[config.mk]
export PLATFORM = sky130hd
export DESIGN_NAME = up_top
export DESIGN_NICKNAME = d
export VERILOG_FILES = /design/src/rtl/up_pkg.sv /design/src/rtl/up_top.sv /design/src/rtl/up_controller.sv /design/src/rtl/up_addr_unit.sv /design/src/rtl/up_reg_bank.sv /design/src/rtl/up_alu.sv
export SDC_FILE = /design/constraint.sdc
export NUM_CORES = 1
export LEC_CHECK = 0
export BUFFER_PORTS_ARGS = -buffer_cell sky130_fd_sc_hd__buf_4
export CAP_MARGIN = 20
export CORE_MARGIN = 1.5
export CORE_UTILIZATION = 60
export CTS_BUF_LIST = sky130_fd_sc_hd__clkbuf_16
export DETAILED_ROUTE_END_ITERATION = 6
export GPL_ROUTABILITY_DRIVEN = 1
export MAX_ROUTING_LAYER = met4
export PLACE_DENSITY_LB_ADDON = 0.2
export SLEW_MARGIN = 20
export SYNTH_ARGS = -nofsm -noshare
export SYNTH_HDL_FRONTEND = slang
export SYNTH_SLANG_ARGS = --single-unit
[constraint.sdc]
create_clock -name clk -period 10 [get_ports clk]
set_clock_uncertainty 0.15 [all_clocks]
set_input_delay 2 -clock clk [delete_from_list [all_inputs] [get_ports clk]]
set_output_delay 2 -clock clk [all_outputs]
set_load 0.05 [all_outputs]
[src/rtl/up_pkg.sv]
package up_pkg;

	typedef logic [7:0] word_t;
	typedef logic [7:0] addr_t;
	typedef logic [3:0] opcode_t;
	typedef logic [4:0] dp_op_t;
	typedef logic [2:0] rb_sel_t;

	typedef enum logic [3:0] {
		load_regs_0,
		load_regs_1,
		load_regs_2,
		load_regs_3,
		fetch,
		decode,
		execute_1,
		execute_2,
		execute_3,
		int_1,
		int_2,
		int_3,
		int_4,
		int_5
	} ctrl_state_t;

	typedef struct packed {
		dp_op_t  op;
		logic    ir_we;
		logic    pc_we;
		rb_sel_t rb_sel;
		logic    rb_we;
		logic    sp_we;
		logic    mem_we;
		logic    ale;
	} dp_ctrl_t;

	// bit 4 clear selects the alu, bit 4 set the address unit
	localparam dp_op_t DP_ADD     = 5'b00000;
	localparam dp_op_t DP_SUB     = 5'b00001;
	localparam dp_op_t DP_AND     = 5'b00010;
	localparam dp_op_t DP_OR      = 5'b00011;
	localparam dp_op_t DP_SHL     = 5'b00100;
	localparam dp_op_t DP_INC     = 5'b00101;
	localparam dp_op_t DP_XOR     = 5'b00110;
	localparam dp_op_t DP_RST_X   = 5'b10000;
	localparam dp_op_t DP_RST_Y   = 5'b10001;
	localparam dp_op_t DP_VEC     = 5'b10010;
	localparam dp_op_t DP_RST_C   = 5'b10011;
	localparam dp_op_t DP_FETCH   = 5'b10100;
	localparam dp_op_t DP_PC_INC  = 5'b10101;
	localparam dp_op_t DP_BRANCH  = 5'b10110; // C is both branch target and pointer
	localparam dp_op_t DP_SP_ADDR = 5'b10111;
	localparam dp_op_t DP_LOAD_PC = 5'b11000;
	localparam dp_op_t DP_SP_PUSH = 5'b11001;
	localparam dp_op_t DP_SP_DEC  = 5'b11010;
	localparam dp_op_t DP_PUSH_PC = 5'b11011;
	localparam dp_op_t DP_STORE   = 5'b11100;

	localparam rb_sel_t RB_X    = 3'd0;
	localparam rb_sel_t RB_Y    = 3'd1;
	localparam rb_sel_t RB_C    = 3'd2;
	localparam rb_sel_t RB_A    = 3'd4;
	localparam rb_sel_t RB_AUX0 = 3'd5;
	localparam rb_sel_t RB_AUX1 = 3'd6;
	localparam rb_sel_t RB_AUX2 = 3'd7;

	localparam addr_t RESET_X_ADDR = 8'hF0;
	localparam addr_t RESET_Y_ADDR = 8'hF1;
	localparam addr_t RESET_C_ADDR = 8'hF2;
	localparam addr_t INT_VEC_ADDR = 8'hF3;
	localparam addr_t SP_INIT      = 8'hEF;

endpackage
[src/rtl/up_top.sv]
`timescale 1ns/1ps

module up_top import up_pkg::*; (
	input  logic  clk,
	input  logic  nRst,
	input  logic  irq,
	input  word_t mem_rdata,
	output addr_t mem_addr,
	output word_t mem_wdata,
	output logic  mem_we,
	output logic  mem_ale
);

	dp_ctrl_t ctrl;
	opcode_t  ir;
	logic     z;
	word_t    a;
	word_t    x;
	word_t    y;
	word_t    c;
	word_t    alu_res;
	word_t    rb_wdata;

	assign rb_wdata = ctrl.op[4] ? mem_rdata : alu_res; // address-unit ops load from memory
	assign mem_we = ctrl.mem_we;
	assign mem_ale = ctrl.ale;

	up_controller controller0 (
		.clk  (clk),
		.nRst (nRst),
		.irq  (irq),
		.ir   (ir),
		.z    (z),
		.ctrl (ctrl)
	);

	up_alu alu0 (
		.op  (ctrl.op),
		.a   (a),
		.x   (x),
		.y   (y),
		.c   (c),
		.res (alu_res)
	);

	up_addr_unit addr_unit0 (
		.clk       (clk),
		.nRst      (nRst),
		.ctrl      (ctrl),
		.rdata     (mem_rdata),
		.a         (a),
		.c         (c),
		.ir        (ir),
		.z         (z),
		.mem_addr  (mem_addr),
		.mem_wdata (mem_wdata)
	);

	up_reg_bank reg_bank0 (
		.clk    (clk),
		.nRst   (nRst),
		.rb_sel (ctrl.rb_sel),
		.we     (ctrl.rb_we),
		.wdata  (rb_wdata),
		.a      (a),
		.x      (x),
		.y      (y),
		.c      (c)
	);

endmodule

[src/rtl/up_controller.sv]
`timescale 1ns/1ps

module up_controller import up_pkg::*; (
	input  logic     clk,
	input  logic     nRst,
	input  logic     irq,
	input  opcode_t  ir,
	input  logic     z,
	output dp_ctrl_t ctrl
);

	ctrl_state_t state;
	logic        int_en;
	logic        irq_last;
	logic        int_go;

	assign int_go = irq & ~irq_last & int_en; // rising edge while enabled

	always_comb begin
		ctrl = '{op: DP_ADD, ir_we: 1'b0, pc_we: 1'b0, rb_sel: RB_A, rb_we: 1'b0,
			sp_we: 1'b0, mem_we: 1'b0, ale: 1'b0};
		case (state)
			load_regs_0: begin
				ctrl.op = DP_RST_X;
				ctrl.ale = 1'b1;
			end
			load_regs_1: begin
				ctrl.op = DP_RST_Y; // X arrives while Y is addressed
				ctrl.ale = 1'b1;
				ctrl.rb_sel = RB_X;
				ctrl.rb_we = 1'b1;
			end
			load_regs_2: begin
				ctrl.op = DP_RST_C;
				ctrl.ale = 1'b1;
				ctrl.rb_sel = RB_Y;
				ctrl.rb_we = 1'b1;
			end
			load_regs_3: begin
				ctrl.op = DP_RST_C; // keeps bit 4 set so C takes the memory byte
				ctrl.rb_sel = RB_C;
				ctrl.rb_we = 1'b1;
			end
			fetch: begin
				ctrl.op = DP_FETCH;
				ctrl.ale = 1'b1;
			end
			decode: begin
				ctrl.op = DP_PC_INC;
				ctrl.ir_we = 1'b1;
				ctrl.pc_we = 1'b1;
			end
			execute_1: begin
				case (ir)
					4'h0, 4'h1, 4'h2, 4'h3, 4'h4: begin
						ctrl.op = {1'b0, ir}; // opcode equals the alu code here
						ctrl.rb_we = 1'b1;
					end
					4'h5: begin
						ctrl.op = DP_INC;
						ctrl.rb_sel = RB_AUX0;
						ctrl.rb_we = 1'b1;
					end
					4'h6: begin
						ctrl.op = DP_XOR;
						ctrl.rb_sel = RB_AUX1;
						ctrl.rb_we = 1'b1;
					end
					4'h7: begin
						if (z) begin
							ctrl.op = DP_BRANCH;
							ctrl.pc_we = 1'b1;
						end
					end
					4'h8, 4'hA: begin
						ctrl.op = DP_SP_ADDR; // pop pre-increments SP
						ctrl.sp_we = 1'b1;
						ctrl.ale = 1'b1;
					end
					4'h9, 4'hB: begin
						ctrl.op = DP_SP_PUSH;
						ctrl.ale = 1'b1;
					end
					4'hC, 4'hD: begin
						ctrl.op = DP_BRANCH;
						ctrl.ale = 1'b1;
					end
					4'hE: begin
						ctrl.op = DP_RST_X;
						ctrl.ale = 1'b1;
					end
					default: begin
					end
				endcase
			end
			execute_2: begin
				case (ir)
					4'h4: begin
						ctrl.op = DP_SHL;
						ctrl.rb_sel = RB_AUX0;
						ctrl.rb_we = 1'b1;
					end
					4'h5: begin
						ctrl.op = DP_INC;
						ctrl.rb_sel = RB_AUX1;
						ctrl.rb_we = 1'b1;
					end
					4'h6: begin
						ctrl.op = DP_XOR;
						ctrl.rb_sel = RB_AUX2;
						ctrl.rb_we = 1'b1;
					end
					4'h8: begin
						ctrl.op = DP_LOAD_PC;
						ctrl.pc_we = 1'b1;
					end
					4'h9, 4'hB: begin
						ctrl.op = DP_SP_DEC;
						ctrl.sp_we = 1'b1;
					end
					4'hA: begin
						ctrl.op = DP_SP_ADDR;
						ctrl.rb_sel = RB_C;
						ctrl.rb_we = 1'b1;
					end
					4'hC: begin
						ctrl.op = DP_BRANCH;
						ctrl.rb_sel = RB_C;
						ctrl.rb_we = 1'b1;
					end
					4'hD: begin
						ctrl.op = DP_STORE;
						ctrl.mem_we = 1'b1;
					end
					4'hE: begin
						ctrl.op = DP_RST_X;
						ctrl.rb_sel = RB_X;
						ctrl.rb_we = 1'b1;
					end
					default: begin
					end
				endcase
			end
			execute_3: begin
				case (ir)
					4'h4: begin
						ctrl.op = DP_SHL;
						ctrl.rb_we = 1'b1;
					end
					4'h5: begin
						ctrl.op = DP_INC;
						ctrl.rb_sel = RB_AUX0;
						ctrl.rb_we = 1'b1;
					end
					4'h6: begin
						ctrl.op = DP_XOR;
						ctrl.rb_sel = RB_AUX1;
						ctrl.rb_we = 1'b1;
					end
					4'h9: begin
						ctrl.op = DP_PUSH_PC; // write lands at the SP latched in execute_1
						ctrl.mem_we = 1'b1;
					end
					4'hB: begin
						ctrl.op = DP_STORE;
						ctrl.mem_we = 1'b1;
					end
					default: begin
					end
				endcase
			end
			int_1: begin
				ctrl.op = DP_SP_PUSH;
				ctrl.ale = 1'b1;
			end
			int_2: begin
				ctrl.op = DP_PUSH_PC;
				ctrl.mem_we = 1'b1;
			end
			int_3: begin
				ctrl.op = DP_SP_DEC;
				ctrl.sp_we = 1'b1;
			end
			int_4: begin
				ctrl.op = DP_VEC;
				ctrl.ale = 1'b1;
			end
			int_5: begin
				ctrl.op = DP_LOAD_PC;
				ctrl.pc_we = 1'b1;
			end
			default: begin
			end
		endcase
	end

	always_ff @(posedge clk or negedge nRst) begin
		if (!nRst) begin
			state <= load_regs_0;
			int_en <= 1'b0;
			irq_last <= 1'b0;
		end else begin
			if (!int_go)
				irq_last <= irq; // a seen edge is held until fetch takes it
			case (state)
				load_regs_0: state <= load_regs_1;
				load_regs_1: state <= load_regs_2;
				load_regs_2: state <= load_regs_3;
				load_regs_3: state <= fetch;
				fetch: state <= int_go ? int_1 : decode;
				decode: state <= execute_1;
				execute_1: begin
					case (ir)
						4'h0, 4'h1, 4'h2, 4'h3, 4'h7: state <= fetch;
						4'hF: begin
							state <= fetch;
							int_en <= ~int_en;
						end
						default: state <= execute_2;
					endcase
				end
				execute_2: begin
					case (ir)
						4'h4, 4'h5, 4'h6, 4'h9, 4'hB: state <= execute_3;
						default: state <= fetch;
					endcase
				end
				execute_3: state <= fetch;
				int_1: begin
					irq_last <= irq;
					state <= int_2;
				end
				int_2: state <= int_3;
				int_3: state <= int_4;
				int_4: state <= int_5;
				int_5: state <= fetch;
				default: state <= load_regs_0;
			endcase
		end
	end

endmodule

[src/rtl/up_addr_unit.sv]
`timescale 1ns/1ps

module up_addr_unit import up_pkg::*; (
	input  logic     clk,
	input  logic     nRst,
	input  dp_ctrl_t ctrl,
	input  word_t    rdata,
	input  word_t    a,
	input  word_t    c,
	output opcode_t  ir,
	output logic     z,
	output addr_t    mem_addr,
	output word_t    mem_wdata
);

	addr_t pc;
	addr_t sp;
	addr_t pc_next;
	addr_t sp_next;
	addr_t addr_next;

	assign z = (a == '0);

	assign mem_wdata = (ctrl.op == DP_PUSH_PC) ? word_t'(pc) : a;

	always_comb begin
		case (ctrl.op)
			DP_SP_ADDR: sp_next = sp + 8'd1; // pop reads one above the free slot
			DP_SP_DEC: sp_next = sp - 8'd1;
			default: sp_next = sp;
		endcase
	end

	always_comb begin
		case (ctrl.op)
			DP_PC_INC: pc_next = pc + 8'd1;
			DP_BRANCH: pc_next = c;
			DP_LOAD_PC: pc_next = rdata; // return address or vector from memory
			default: pc_next = pc;
		endcase
	end

	always_comb begin
		case (ctrl.op)
			DP_RST_X: addr_next = RESET_X_ADDR;
			DP_RST_Y: addr_next = RESET_Y_ADDR;
			DP_RST_C: addr_next = RESET_C_ADDR;
			DP_VEC: addr_next = INT_VEC_ADDR;
			DP_FETCH: addr_next = pc;
			DP_BRANCH: addr_next = c;
			DP_SP_ADDR: addr_next = sp_next;
			DP_SP_PUSH: addr_next = sp;
			default: addr_next = a;
		endcase
	end

	always_ff @(posedge clk or negedge nRst) begin
		if (!nRst) begin
			pc <= '0;
			sp <= SP_INIT;
			ir <= '0;
			mem_addr <= '0;
		end else begin
			if (ctrl.ir_we)
				ir <= rdata[7:4]; // low nibble is not used by the decoder
			if (ctrl.pc_we)
				pc <= pc_next;
			if (ctrl.sp_we)
				sp <= sp_next;
			if (ctrl.ale)
				mem_addr <= addr_next;
		end
	end

endmodule

[src/rtl/up_reg_bank.sv]
`timescale 1ns/1ps

module up_reg_bank import up_pkg::*; (
	input  logic    clk,
	input  logic    nRst,
	input  rb_sel_t rb_sel,
	input  logic    we,
	input  word_t   wdata,
	output word_t   a,
	output word_t   x,
	output word_t   y,
	output word_t   c
);

	word_t regs [8];

	always_ff @(posedge clk or negedge nRst) begin
		if (!nRst) begin
			regs <= '{default: '0};
		end else if (we) begin
			regs[rb_sel] <= wdata;
		end
	end

	// A also feeds the zero flag in the address unit
	assign a = regs[RB_A];
	assign x = regs[RB_X];
	assign y = regs[RB_Y];
	assign c = regs[RB_C];

endmodule

[src/rtl/up_alu.sv]
`timescale 1ns/1ps

module up_alu import up_pkg::*; (
	input  dp_op_t op,
	input  word_t  a,
	input  word_t  x,
	input  word_t  y,
	input  word_t  c,
	output word_t  res
);

	always_comb begin
		case (op)
			DP_ADD: res = a + x;
			DP_SUB: res = a - x;
			DP_AND: res = a & x;
			DP_OR: res = a | x;
			DP_SHL: res = {a[6:0], 1'b0};
			DP_INC: res = a + 8'd1;
			DP_XOR: res = a ^ y;
			default: res = c; // remaining codes pass C through
		endcase
	end

endmodule

==> results of run 1 <==
worst reg2reg max path, cell delays in order (launching register included):
cell and delay [ns]:
sky130_fd_sc_hd__dfrtp_1 0.73, sky130_fd_sc_hd__inv_1 0.27, sky130_fd_sc_hd__o31ai_1 0.44, sky130_fd_sc_hd__o311a_2 0.50
sky130_fd_sc_hd__nand4_1 0.46, sky130_fd_sc_hd__inv_1 0.24, sky130_fd_sc_hd__nand2_1 0.15, sky130_fd_sc_hd__o31ai_1 0.25
sky130_fd_sc_hd__ha_1 0.30, sky130_fd_sc_hd__a21oi_1 0.20, sky130_fd_sc_hd__o21ai_0 0.21, sky130_fd_sc_hd__o221a_2 0.31
sky130_fd_sc_hd__or4_1 0.47, sky130_fd_sc_hd__o211ai_1 0.13, sky130_fd_sc_hd__a2111oi_0 0.14, sky130_fd_sc_hd__o22a_1 0.20
layer usage:
metal,vias up,global-route usage,wire [um],share of wire
met1,2312,0.451,6040,0.42
met4,0,0.119,318,0.022
met2,251,0.542,6860,0.48
met3,29,0.0403,1080,0.076
met5,-,-,0,0
li1,2220,-,-,-
sequential cells by signal (all words and copies together), names as in the netlist:
name / flops
addr_unit0.mem_addr: 8
addr_unit0.pc: 8
addr_unit0.sp: 8
reg_bank0.a: 8
reg_bank0.c: 8
reg_bank0.x: 8
reg_bank0.y: 8
addr_unit0.ir: 4
controller0.state: 4
controller0.int_en: 1
controller0.irq_last: 1
Yosys cell counts, drive strengths merged, types with 4 or more instances:
cell / number
nor2b: 7
nand2: 49
a21o: 7
a22o: 8
o21ai: 46
nor4: 6
nor3: 13
clkbuf: 17
dfstp: 7
o31ai: 8
mux2: 37
xnor2: 13
nor2: 42
o22ai: 7
inv: 22
a221oi: 6
o32ai: 4
a21oi: 27
or2: 4
and3: 5
mux2i: 4
o211ai: 5
nand3: 20
dfrtp: 59
buf: 21
xor2: 9
nand2b: 21
a22oi: 19
a31oi: 11
or3: 6
o221ai: 5
ha: 15
final timing paths:
path                                      start              endpoint  slack [ns]  cells past startpoint
min                        controller0.irq_last  controller0.irq_last        0.34                      1
min in group asynchronous                  nRst        reg_bank0.y[7]        1.60                      1
min reg2reg                controller0.irq_last  controller0.irq_last        0.34                      1
max                            addr_unit0.ir[3]          mem_wdata[4]        4.04                      8
max in group asynchronous                  nRst      addr_unit0.ir[0]        7.55                      1
max reg2reg                controller0.state[3]        reg_bank0.a[7]        4.75                     15
per-stage QoR:
stage,cells,util
6_report,707,0.686
5_1_grt,707,0.686
4_1_cts,707,0.686
3_5_place_dp,691,0.649
3_3_place_gp,691,0.649
2_1_floorplan,590,-
kinds of logic after synthesis:
kind of cell | share of synthesized area
muxes | 0.0883
AOI/OAI and AO/OA | 0.258
and+or+nand+nor | 0.199
adders and majority gates | 0.0440
DFF | 0.321
buffers and inverters | 0.0530
xor gates and xnor gates | 0.0373
cell type report:
class                   instances  area, sq um  share of cell area
multi-input cells             463         3250               0.572
repair buffers                 34          255              0.0448
clock inverters                 7         81.3              0.0143
well taps                     105          131              0.0231
inverters                      23         86.3              0.0152
flip-flops and latches         66         1660               0.292
clock buffers                   9          225              0.0396
==> flow_summary.rst, run 1 <==
.. list-table::
   :header-rows: 1

   * - Metric
     - Value
   * - Post-CTS Hold Fix Bufs
     - 0
   * - Max Clk Rate
     - 168 MHz
   * - WP data required
     - 7.85 ns
   * - Site Rows
     - 33
   * - Yosys warning count
     - 0
   * - Number of register bits inferred by synthesis
     - 66
   * - Synth area leader
     - sky130_fd_sc_hd__dfrtp_1
   * - Commonest non-fill, non-tap cell in the layout
     - sky130_fd_sc_hd__dfrtp_1
   * - Synthesis-to-layout area growth
     - 10.1%
   * - Total length of routed wires
     - 14300 um
   * - Arrival @ worst endpoint
     - 3.81 ns
   * - Final max-slew violation count
     - 0
   * - Seq/Total Area, Yosys
     - 0.321
   * - Cts repair resizes
     - 0
   * - Count of port buffers added during placement
     - 28
   * - Final period utilization
     - 0.596
   * - Hold slack final
     - 0.345 ns
   * - Post-placement setup slack
     - 4.47 ns
   * - Antenna violations before repair
     - 0
   * - Count of distinct cell types in the synthesized netlist
     - 78
   * - Final Worst Setup Slack
     - 4.04 ns
   * - Ratio of routed vias to standard cells
     - 6.81
   * - Fraction of final layout cells sized beyond drive strength 1
     - 0.196
   * - Root buffer selected by CTS
     - sky130_fd_sc_hd__clkbuf_16
   * - Top-area cell type share of the netlist area
     - 0.286
   * - Overall die area
     - 0.00918 sq mm
   * - First-pass iteration count of the detailed router
     - 7
   * - Family of cells with the greatest summed delay on the critical path
     - simple AND/OR/NAND/NOR gates
   * - Routability congestion estimate from global placement
     - 0.913
   * - Largest buffer count on any clock path
     - 2
   * - Crit-path slowest cell
     - sky130_fd_sc_hd__dfrtp_1
   * - Run status
     - finished with violations
   * - Count of inserted antenna diode cells
     - 0
   * - Cell types occupying the most area after synthesis
     - sky130_fd_sc_hd__dfrtp_1 (29%), sky130_fd_sc_hd__mux2_2 (8.1%), sky130_fd_sc_hd__o21ai_0 (4.2%)
   * - Clock period minus worst slack
     - 5.96 ns
   * - Final net count
     - 625
   * - Area of the placeable core
     - 0.00830 sq mm
   * - Worst Path Class, Setup
     - flip-flop to output port
   * - Cts bufs inserted
     - 9
   * - Largest net degree at the start of global routing
     - 67
   * - First-pass GRT wire length
     - 23300 um
   * - Clk pin slew, worst setup/hold paths
     - 0.06 ns
   * - Avg WL per Cell
     - 20.2 um
   * - Slew @ Worst Pin
     - 1.03 ns
   * - Setup TNS
     - 0 ns
   * - Total number of vias
     - 4812
   * - Number of filler instances in the final layout
     - 698
   * - Worst setup EP type
     - output port
   * - CTS tree
     - built
   * - Violations in the final reports
     - DRC
   * - Overall track demand over capacity in global routing
     - 0.341
   * - Max-slew headroom at the worst pin
     - 0.308
   * - Area after detailed placement
     - 0.00538 sq mm
   * - Cell-by-cell trace of the critical path
     - nor2b_1, mux2i_1, o21ai_1, a21o_1, nor3_1, nand2_1, mux2_2, buf_4
   * - Average cell area after synthesis
     - 8.76 sq um
   * - Maximum capacitance violations
     - 0
   * - CP peak stage delay
     - 0.76 ns
   * - Vertical die dimension
     - 95.8 um
   * - First DRT Iteration DRCs
     - 508
   * - Top-level port count
     - 29
   * - Largest driver fanout on the critical path
     - 22
   * - Design area
     - 0.00569 sq mm
   * - Initial cell density of the core
     - 0.623
   * - DRC violations left
     - 4
   * - Antenna viol nets, final
     - 0
   * - Commonest cells after routing, fill and taps aside
     - sky130_fd_sc_hd__dfrtp_1 (59), sky130_fd_sc_hd__nand2_1 (49), sky130_fd_sc_hd__o21ai_0 (43)
   * - Worst hold path class
     - flip-flop to flip-flop
   * - Final HPWL DP
     - 10100 um
   * - Clock sink total
     - 66
   * - Deepest level of the CTS H-tree
     - 3
   * - Startpoint Class
     - flip-flop
   * - Buffers plus inverters on the worst setup path
     - 1
   * - RSZ-0062 raised after global routing
     - false
   * - Post-synthesis cell area
     - 0.00517 sq mm
   * - Setup violations, final
     - 0
   * - Number of standard cells after synthesis
     - 590
   * - Predominant post-synthesis flop cell
     - sky130_fd_sc_hd__dfrtp_1
   * - Share of synthesized registers carrying an async set or reset
     - 1.00
   * - Setup fix buffers added after clock tree synthesis
     - 0
   * - Net Count, Synth
     - 618
   * - Total global routing overflow
     - 0
   * - Die Wd
     - 95.8 um
   * - Number of synthesized flops with an enable pin
     - 0
   * - Hold Vio Cnt, Final
     - 0
   * - Clock latency on the worst-skew pair
     - 0.34 ns
   * - Number of global-route vias before repair
     - 4560
Power of run 1 is not shown: default switching activity piles up to over one toggle a cycle in this logic, so the estimate is an artifact.
==> inputs of run 2 (changes only) <==
--- a/config.mk
+++ b/config.mk
@@ -8,7 +8,7 @@
 export BUFFER_PORTS_ARGS = -buffer_cell sky130_fd_sc_hd__buf_4
 export CAP_MARGIN = 20
 export CORE_MARGIN = 1.5
-export CORE_UTILIZATION = 60
+export CORE_UTILIZATION = 56
 export CTS_BUF_LIST = sky130_fd_sc_hd__clkbuf_16
 export DETAILED_ROUTE_END_ITERATION = 6
 export GPL_ROUTABILITY_DRIVEN = 1
==> constraint.sdc (replaced) <==
create_clock -name clk -period 4.8 [get_ports clk]
set_clock_uncertainty 0.15 [all_clocks]
set_input_delay 0.96 -clock clk [delete_from_list [all_inputs] [get_ports clk]]
set_output_delay 0.96 -clock clk [all_outputs]
set_load 0.05 [all_outputs]
==> run 2 against run 1 <==
Against the previous run:
- the run now ends clean
- clock-buffer cell count is the same
- global-route usage decreased by 0.91 points
- critical path depth is 1 higher
- wire length grew 4.5%
- via count is 1.9% higher
- first-iteration DRC count shrank 14%
- non-clock buffer count up 24
- utilization shrank 2.6 points
- final cell count is 3.8% higher
- worst hold slack got worse by 0.0056 ns
- die area up 6.9%
==> flow_summary.rst, run 2 (synthesized netlist as in run 1, its figures left out) <==
.. list-table::
   :header-rows: 1

   * - Metric
     - Value
   * - Antenna viol nets, final
     - 0 (unchanged)
   * - Worst Hold Endpoint
     - controller0.irq_last
   * - Number of filler instances in the final layout
     - 740 (+6.0%)
   * - Commonest cells after routing, fill and taps aside
     - sky130_fd_sc_hd__dfrtp_1 (59), sky130_fd_sc_hd__buf_4 (58), sky130_fd_sc_hd__nand2_1 (49)
   * - Total number of vias
     - 4904 (+1.9%)
   * - Setup violations, final
     - 0 (unchanged)
   * - Count of inserted antenna diode cells
     - 0 (unchanged)
   * - Total global routing overflow
     - 0 (unchanged)
   * - RSZ-0062 raised after global routing
     - false
   * - Worst Min Path Start
     - controller0.irq_last
   * - Max-slew headroom at the worst pin
     - 0.264 (-0.0436)
   * - WP data required
     - 3.69 ns (-4.16 ns)
   * - Clk pin slew, worst setup/hold paths
     - 0.06 ns (about the same)
   * - Avg WL per Cell
     - 20.4 um (+0.70%)
   * - Cell-by-cell trace of the critical path
     - buf_4, and4bb_2, nand2_1, or4_4, and2_4, nor3_2, nand2_1, mux2_2, buf_4
   * - Vertical die dimension
     - 99.1 um (+3.4%)
   * - Clock period minus worst slack
     - 4.59 ns
   * - First-pass GRT wire length
     - 24800 um (+6.4%)
   * - Top-level port count
     - 29 (unchanged)
   * - RR Startpoint
     - addr_unit0.ir[2]
   * - Buffers plus inverters on the worst setup path
     - 2 (+1)
   * - Deepest level of the CTS H-tree
     - 3 (unchanged)
   * - Site Rows
     - 34 (+3.0%)
   * - Setup TNS
     - 0 ns (unchanged)
   * - Worst setup EP type
     - output port
   * - DRC violations left
     - 0 (-4)
   * - Met3 wire length
     - 1030 um (-5.3%)
   * - Commonest non-fill, non-tap cell in the layout
     - sky130_fd_sc_hd__dfrtp_1
   * - Final max-slew violation count
     - 0 (unchanged)
   * - Number of global-route vias before repair
     - 4778 (+4.8%)
   * - Max Clk Rate
     - 218 MHz
   * - Run status
     - complete, no violations
   * - Overall die area
     - 0.00982 sq mm (+6.9%)
   * - Wire length on met1
     - 6290 um (+4.1%)
   * - Cts bufs inserted
     - 9 (unchanged)
   * - Largest driver fanout on the critical path
     - 31 (+41%)
   * - Met2 wire len
     - 7190 um (+4.7%)
   * - Slew @ Worst Pin
     - 1.10 ns (+0.0647 ns)
   * - Worst Path Class, Setup
     - flip-flop to output port
   * - Crit-path slowest cell
     - sky130_fd_sc_hd__or4_4
   * - Final HPWL DP
     - 10900 um (+8.1%)
   * - Clock latency on the worst-skew pair
     - 0.33 ns (about the same)
   * - Total length of routed wires
     - 15000 um (+4.5%)
   * - Hold Vio Cnt, Final
     - 0 (unchanged)
   * - Clock sink total
     - 66 (unchanged)
   * - Startpoint Class
     - flip-flop
   * - CTS tree
     - built
   * - First-pass iteration count of the detailed router
     - 5 (-2)
   * - Ratio of routed vias to standard cells
     - 6.68 (-1.8%)
   * - Die Wd
     - 99.1 um (+3.4%)
   * - Root buffer selected by CTS
     - sky130_fd_sc_hd__clkbuf_16
   * - Setup slack of the most critical reg-to-reg path
     - 0.33 ns (-4.42 ns)
   * - Final net count
     - 649 (+3.8%)
   * - Worst hold path class
     - flip-flop to flip-flop
   * - Largest net degree at the start of global routing
     - 67 (unchanged)
   * - FF-to-FF path depth
     - 17 (+2)
   * - Family of cells with the greatest summed delay on the critical path
     - simple AND/OR/NAND/NOR gates
   * - Capturing point of the worst reg2reg path
     - reg_bank0.a[7]
   * - Largest buffer count on any clock path
     - 2 (unchanged)
   * - Maximum capacitance violations
     - 0 (unchanged)
   * - Top layer in use
     - met4
   * - Final period utilization
     - 0.956
   * - Overall track demand over capacity in global routing
     - 0.332 (-0.00912)
   * - Antenna violations before repair
     - 0 (unchanged)
   * - Initial cell density of the core
     - 0.584 (-0.0387)
   * - Area of the placeable core
     - 0.00885 sq mm (+6.6%)
   * - Synthesis-to-layout area growth
     - 13.0%
   * - Fraction of final layout cells sized beyond drive strength 1
     - 0.227 (+0.0308)
   * - Count of port buffers added during placement
     - 28 (unchanged)
   * - CP peak stage delay
     - 0.51 ns (-0.25 ns)
   * - First DRT Iteration DRCs
     - 438 (-14%)
   * - Routability congestion estimate from global placement
     - 0.993 (+8.9%)
   * - Arrival @ worst endpoint
     - 3.48 ns (-0.33 ns)
   * - Number of cells traversed by the worst hold path
     - 1 (unchanged)
[run 2: cell type report]
cell class,instances,area (sq um),area share
clock buffer,9,225,0.0386
clock inverter,7,45.0,0.00771
inverter,23,86.3,0.0148
timing repair buffer,58,435,0.0745
multi-input combinational,463,3250,0.557
tap,108,135,0.0231
sequential,66,1660,0.284
[run 2: routing by layer]
metal	vias to the layer above	track usage
li1	2272	-
met1	2361	0.434
met2	232	0.534
met3	39	0.0443
met4	0	0.120
met5	-	-
[run 2: repair_timing]
action / CTS / global route
setup buffers: 0 / 1
setup endpoints to repair: 0 / 15
hold buffers: 0 / 0
gates resized for setup: 0 / 3
[run 2: worst max-delay path by stage]
stage / start / end / slack [ns] / cells past startpoint
2_1_floorplan: addr_unit0.ir[2] / addr_unit0.sp[7] / 0.49 / 16
3_3_place_gp: addr_unit0.ir[2] / reg_bank0.a[7] / 0.39 / 15
3_5_place_dp: addr_unit0.ir[2] / reg_bank0.a[7] / 0.34 / 16
4_1_cts: controller0.state[0] / mem_wdata[5] / 0.02 / 9
5_1_grt: addr_unit0.ir[2] / reg_bank0.a[7] / 0.009 / 16
6_report: controller0.state[0] / mem_wdata[5] / 0.21 / 9
[run 2: stage by stage]
stage               hold slack, ns   util  area [sq um]  std cells  setup slack, ns
floorplan                    0.314      -          5170        590            0.491
global placement             0.329  0.628          5550        717            0.393
detailed placement           0.332  0.628          5550        717            0.335
CTS                          0.346  0.658          5820        733           0.0214
global route                 0.367  0.660          5840        734          0.00940
finish                       0.339  0.660          5840        734            0.212
Power of run 2 is left out for the same reason.
==> inputs of run 3 (changes only) <==
--- a/config.mk
+++ b/config.mk
@@ -8,7 +8,7 @@
 export BUFFER_PORTS_ARGS = -buffer_cell sky130_fd_sc_hd__buf_4
 export CAP_MARGIN = 20
 export CORE_MARGIN = 1.5
-export CORE_UTILIZATION = 56
+export CORE_UTILIZATION = 30
 export CTS_BUF_LIST = sky130_fd_sc_hd__clkbuf_16
 export DETAILED_ROUTE_END_ITERATION = 6
 export GPL_ROUTABILITY_DRIVEN = 1
==> run 3 against run 2 <==
Against the previous run:
- fmax is 0.15% lower
- via count fell by 0.88%
- die area up 84%
- final cell count increased by 16%
- critical path depth decreased by 1
- design area is 3.6% higher
- critical path type unchanged
- critical endpoint is now mem_wdata[7]
- highest routed layer unchanged
==> flow_summary.rst, run 3 (synthesized netlist as in run 1, its figures left out) <==
.. list-table::
   :header-rows: 1

   * - Metric
     - Value
   * - Run status
     - complete, no violations
   * - Worst hold path class
     - flip-flop to flip-flop
   * - Clock sink total
     - 66 (unchanged)
   * - Max-slew headroom at the worst pin
     - 0.334 (+0.0697)
   * - Maximum capacitance violations
     - 0 (unchanged)
   * - CP Depth
     - 8 (-1)
   * - Commonest non-fill, non-tap cell in the layout
     - sky130_fd_sc_hd__buf_4
   * - Final max-slew violation count
     - 0 (unchanged)
   * - Clk pin slew, worst setup/hold paths
     - 0.06 ns (about the same)
   * - Max Clk Rate
     - 218 MHz (-0.15%)
   * - Capturing point of the worst reg2reg path
     - addr_unit0.sp[7]
   * - Worst setup EP type
     - output port
   * - Largest driver fanout on the critical path
     - 8 (-74%)
   * - Setup fix buffers added after clock tree synthesis
     - 0 (unchanged)
   * - Fraction of final layout cells sized beyond drive strength 1
     - 0.245 (+0.0184)
   * - Clock latency on the worst-skew pair
     - 0.34 ns (about the same)
   * - Startpoint Class
     - flip-flop
   * - First-pass iteration count of the detailed router
     - 5 (unchanged)
   * - Top-level port count
     - 29 (unchanged)
   * - Overall track demand over capacity in global routing
     - 0.199 (-0.133)
   * - Buffers plus inverters on the worst setup path
     - 1 (-1)
   * - Worst Hold Endpoint
     - controller0.irq_last
   * - Hold slack final
     - 0.362 ns (+0.0232 ns)
   * - Site Rows
     - 47 (+38%)
   * - RSZ-0062 raised after global routing
     - false
   * - Crit-path slowest cell
     - sky130_fd_sc_hd__or4_4
   * - Die Wd
     - 134 um (+36%)
   * - Root buffer selected by CTS
     - sky130_fd_sc_hd__clkbuf_16
   * - Antenna viol nets, final
     - 0 (unchanged)
   * - Final HPWL DP
     - 12400 um (+14%)
   * - Ratio of routed vias to standard cells
     - 5.71 (-15%)
   * - DRC violations left
     - 0 (unchanged)
   * - Number of global-route vias before repair
     - 4722 (-1.2%)
   * - Clock period minus worst slack
     - 4.59 ns (+0.00697 ns)
   * - Synthesis-to-layout area growth
     - 17.0%
   * - Vertical die dimension
     - 134 um (+36%)
   * - Setup slack of the most critical reg-to-reg path
     - 0.33 ns (about the same)
   * - Overall die area
     - 0.0180 sq mm (+84%)
   * - Initial cell density of the core
     - 0.310 (-0.275)
   * - Commonest cells after routing, fill and taps aside
     - sky130_fd_sc_hd__buf_4 (64), sky130_fd_sc_hd__dfrtp_1 (54), sky130_fd_sc_hd__nand2_1 (49)
   * - First-pass GRT wire length
     - 26900 um (+8.3%)
   * - Slew @ Worst Pin
     - 0.997 ns (-0.0981 ns)
   * - Total global routing overflow
     - 0 (unchanged)
   * - Setup TNS
     - 0 ns (unchanged)
   * - First DRT Iteration DRCs
     - 397 (-9.4%)
   * - Antenna violations before repair
     - 0 (unchanged)
   * - Setup violations, final
     - 0 (unchanged)
   * - Largest net degree at the start of global routing
     - 67 (unchanged)
   * - Total number of vias
     - 4861 (-0.88%)
   * - Final net count
     - 655 (+0.92%)
   * - FF-to-FF path depth
     - 17 (unchanged)
   * - Cell-by-cell trace of the critical path
     - nor4_4, a21oi_1, or4_4, and2_4, nor3_2, nand2_1, mux2_2, buf_4
   * - Worst Min Path Start
     - controller0.irq_last
   * - Avg WL per Cell
     - 19.7 um (-3.1%)
   * - Number of cells traversed by the worst hold path
     - 1 (unchanged)
   * - CP peak stage delay
     - 0.59 ns (+0.08 ns)
   * - Largest buffer count on any clock path
     - 2 (unchanged)
   * - Routability congestion estimate from global placement
     - 0.956 (-3.7%)
   * - Worst Path Class, Setup
     - flip-flop to output port
   * - CTS tree
     - built
   * - Family of cells with the greatest summed delay on the critical path
     - simple AND/OR/NAND/NOR gates
   * - Cts bufs inserted
     - 9 (unchanged)
   * - RR Startpoint
     - controller0.state[3]
   * - Count of port buffers added during placement
     - 28 (unchanged)
   * - Arrival @ worst endpoint
     - 3.48 ns (about the same)
   * - Count of inserted antenna diode cells
     - 0 (unchanged)
   * - Hold Vio Cnt, Final
     - 0 (unchanged)
   * - Final period utilization
     - 0.957 (+0.00145)
   * - Area of the placeable core
     - 0.0167 sq mm (+89%)
   * - WP data required
     - 3.69 ns (about the same)
   * - Total length of routed wires
     - 16800 um (+12%)
   * - Deepest level of the CTS H-tree
     - 3 (unchanged)
==> run 3: metrics by stage <==
| step | utilization | worst slack [ns] | instance area (sq um) | instances |
|---|---|---|---|---|
| after global routing | 0.362 | 0.00343 | 6050 | 852 |
| after detailed placement | 0.344 | 0.155 | 5750 | 836 |
| after CTS | 0.360 | 0.123 | 6020 | 852 |
| after floorplan | - | 0.491 | 5170 | 590 |
| after global placement | 0.344 | 0.321 | 5750 | 836 |
| final | 0.362 | 0.205 | 6050 | 852 |
==> run 3: layer usage <==
metal	track usage	wire length (um)	up-vias
li1	-	-	2287
met1	0.262	7650	2405
met2	0.314	8110	147
met3	0.0404	820	22
met4	0.0460	242	0
met5	-	0	-
==> run 3: area by class of cell <==
type                       count  area, sq um
fill                        1777        10700
clock buffer                   9          225
sequential                    66         1670
tap                          220          275
multi-input combinational    463         3280
inverter                      23         86.3
timing repair buffer          64          480
clock inverter                 7         38.8
==> run 3: repair_timing <==
action | in CTS | in global routing
pin swaps | 0 | 1
hold buffers | 0 | 0
resized for setup | 1 | 9
setup endpoints to repair | 2 | 6
==> run 3: worst max path at each step <==
stage | startpoint | to | slack, ns
2_1_floorplan | addr_unit0.ir[2] | addr_unit0.sp[7] | 0.49
3_3_place_gp | addr_unit0.ir[0] | reg_bank0.a[7] | 0.32
3_5_place_dp | addr_unit0.ir[2] | reg_bank0.a[7] | 0.15
4_1_cts | addr_unit0.ir[2] | reg_bank0.a[7] | 0.12
5_1_grt | reg_bank0.a[3] | reg_bank0.a[7] | 0.003
6_report | reg_bank0.a[3] | mem_wdata[7] | 0.21
Power of run 3 is left out for the same reason.
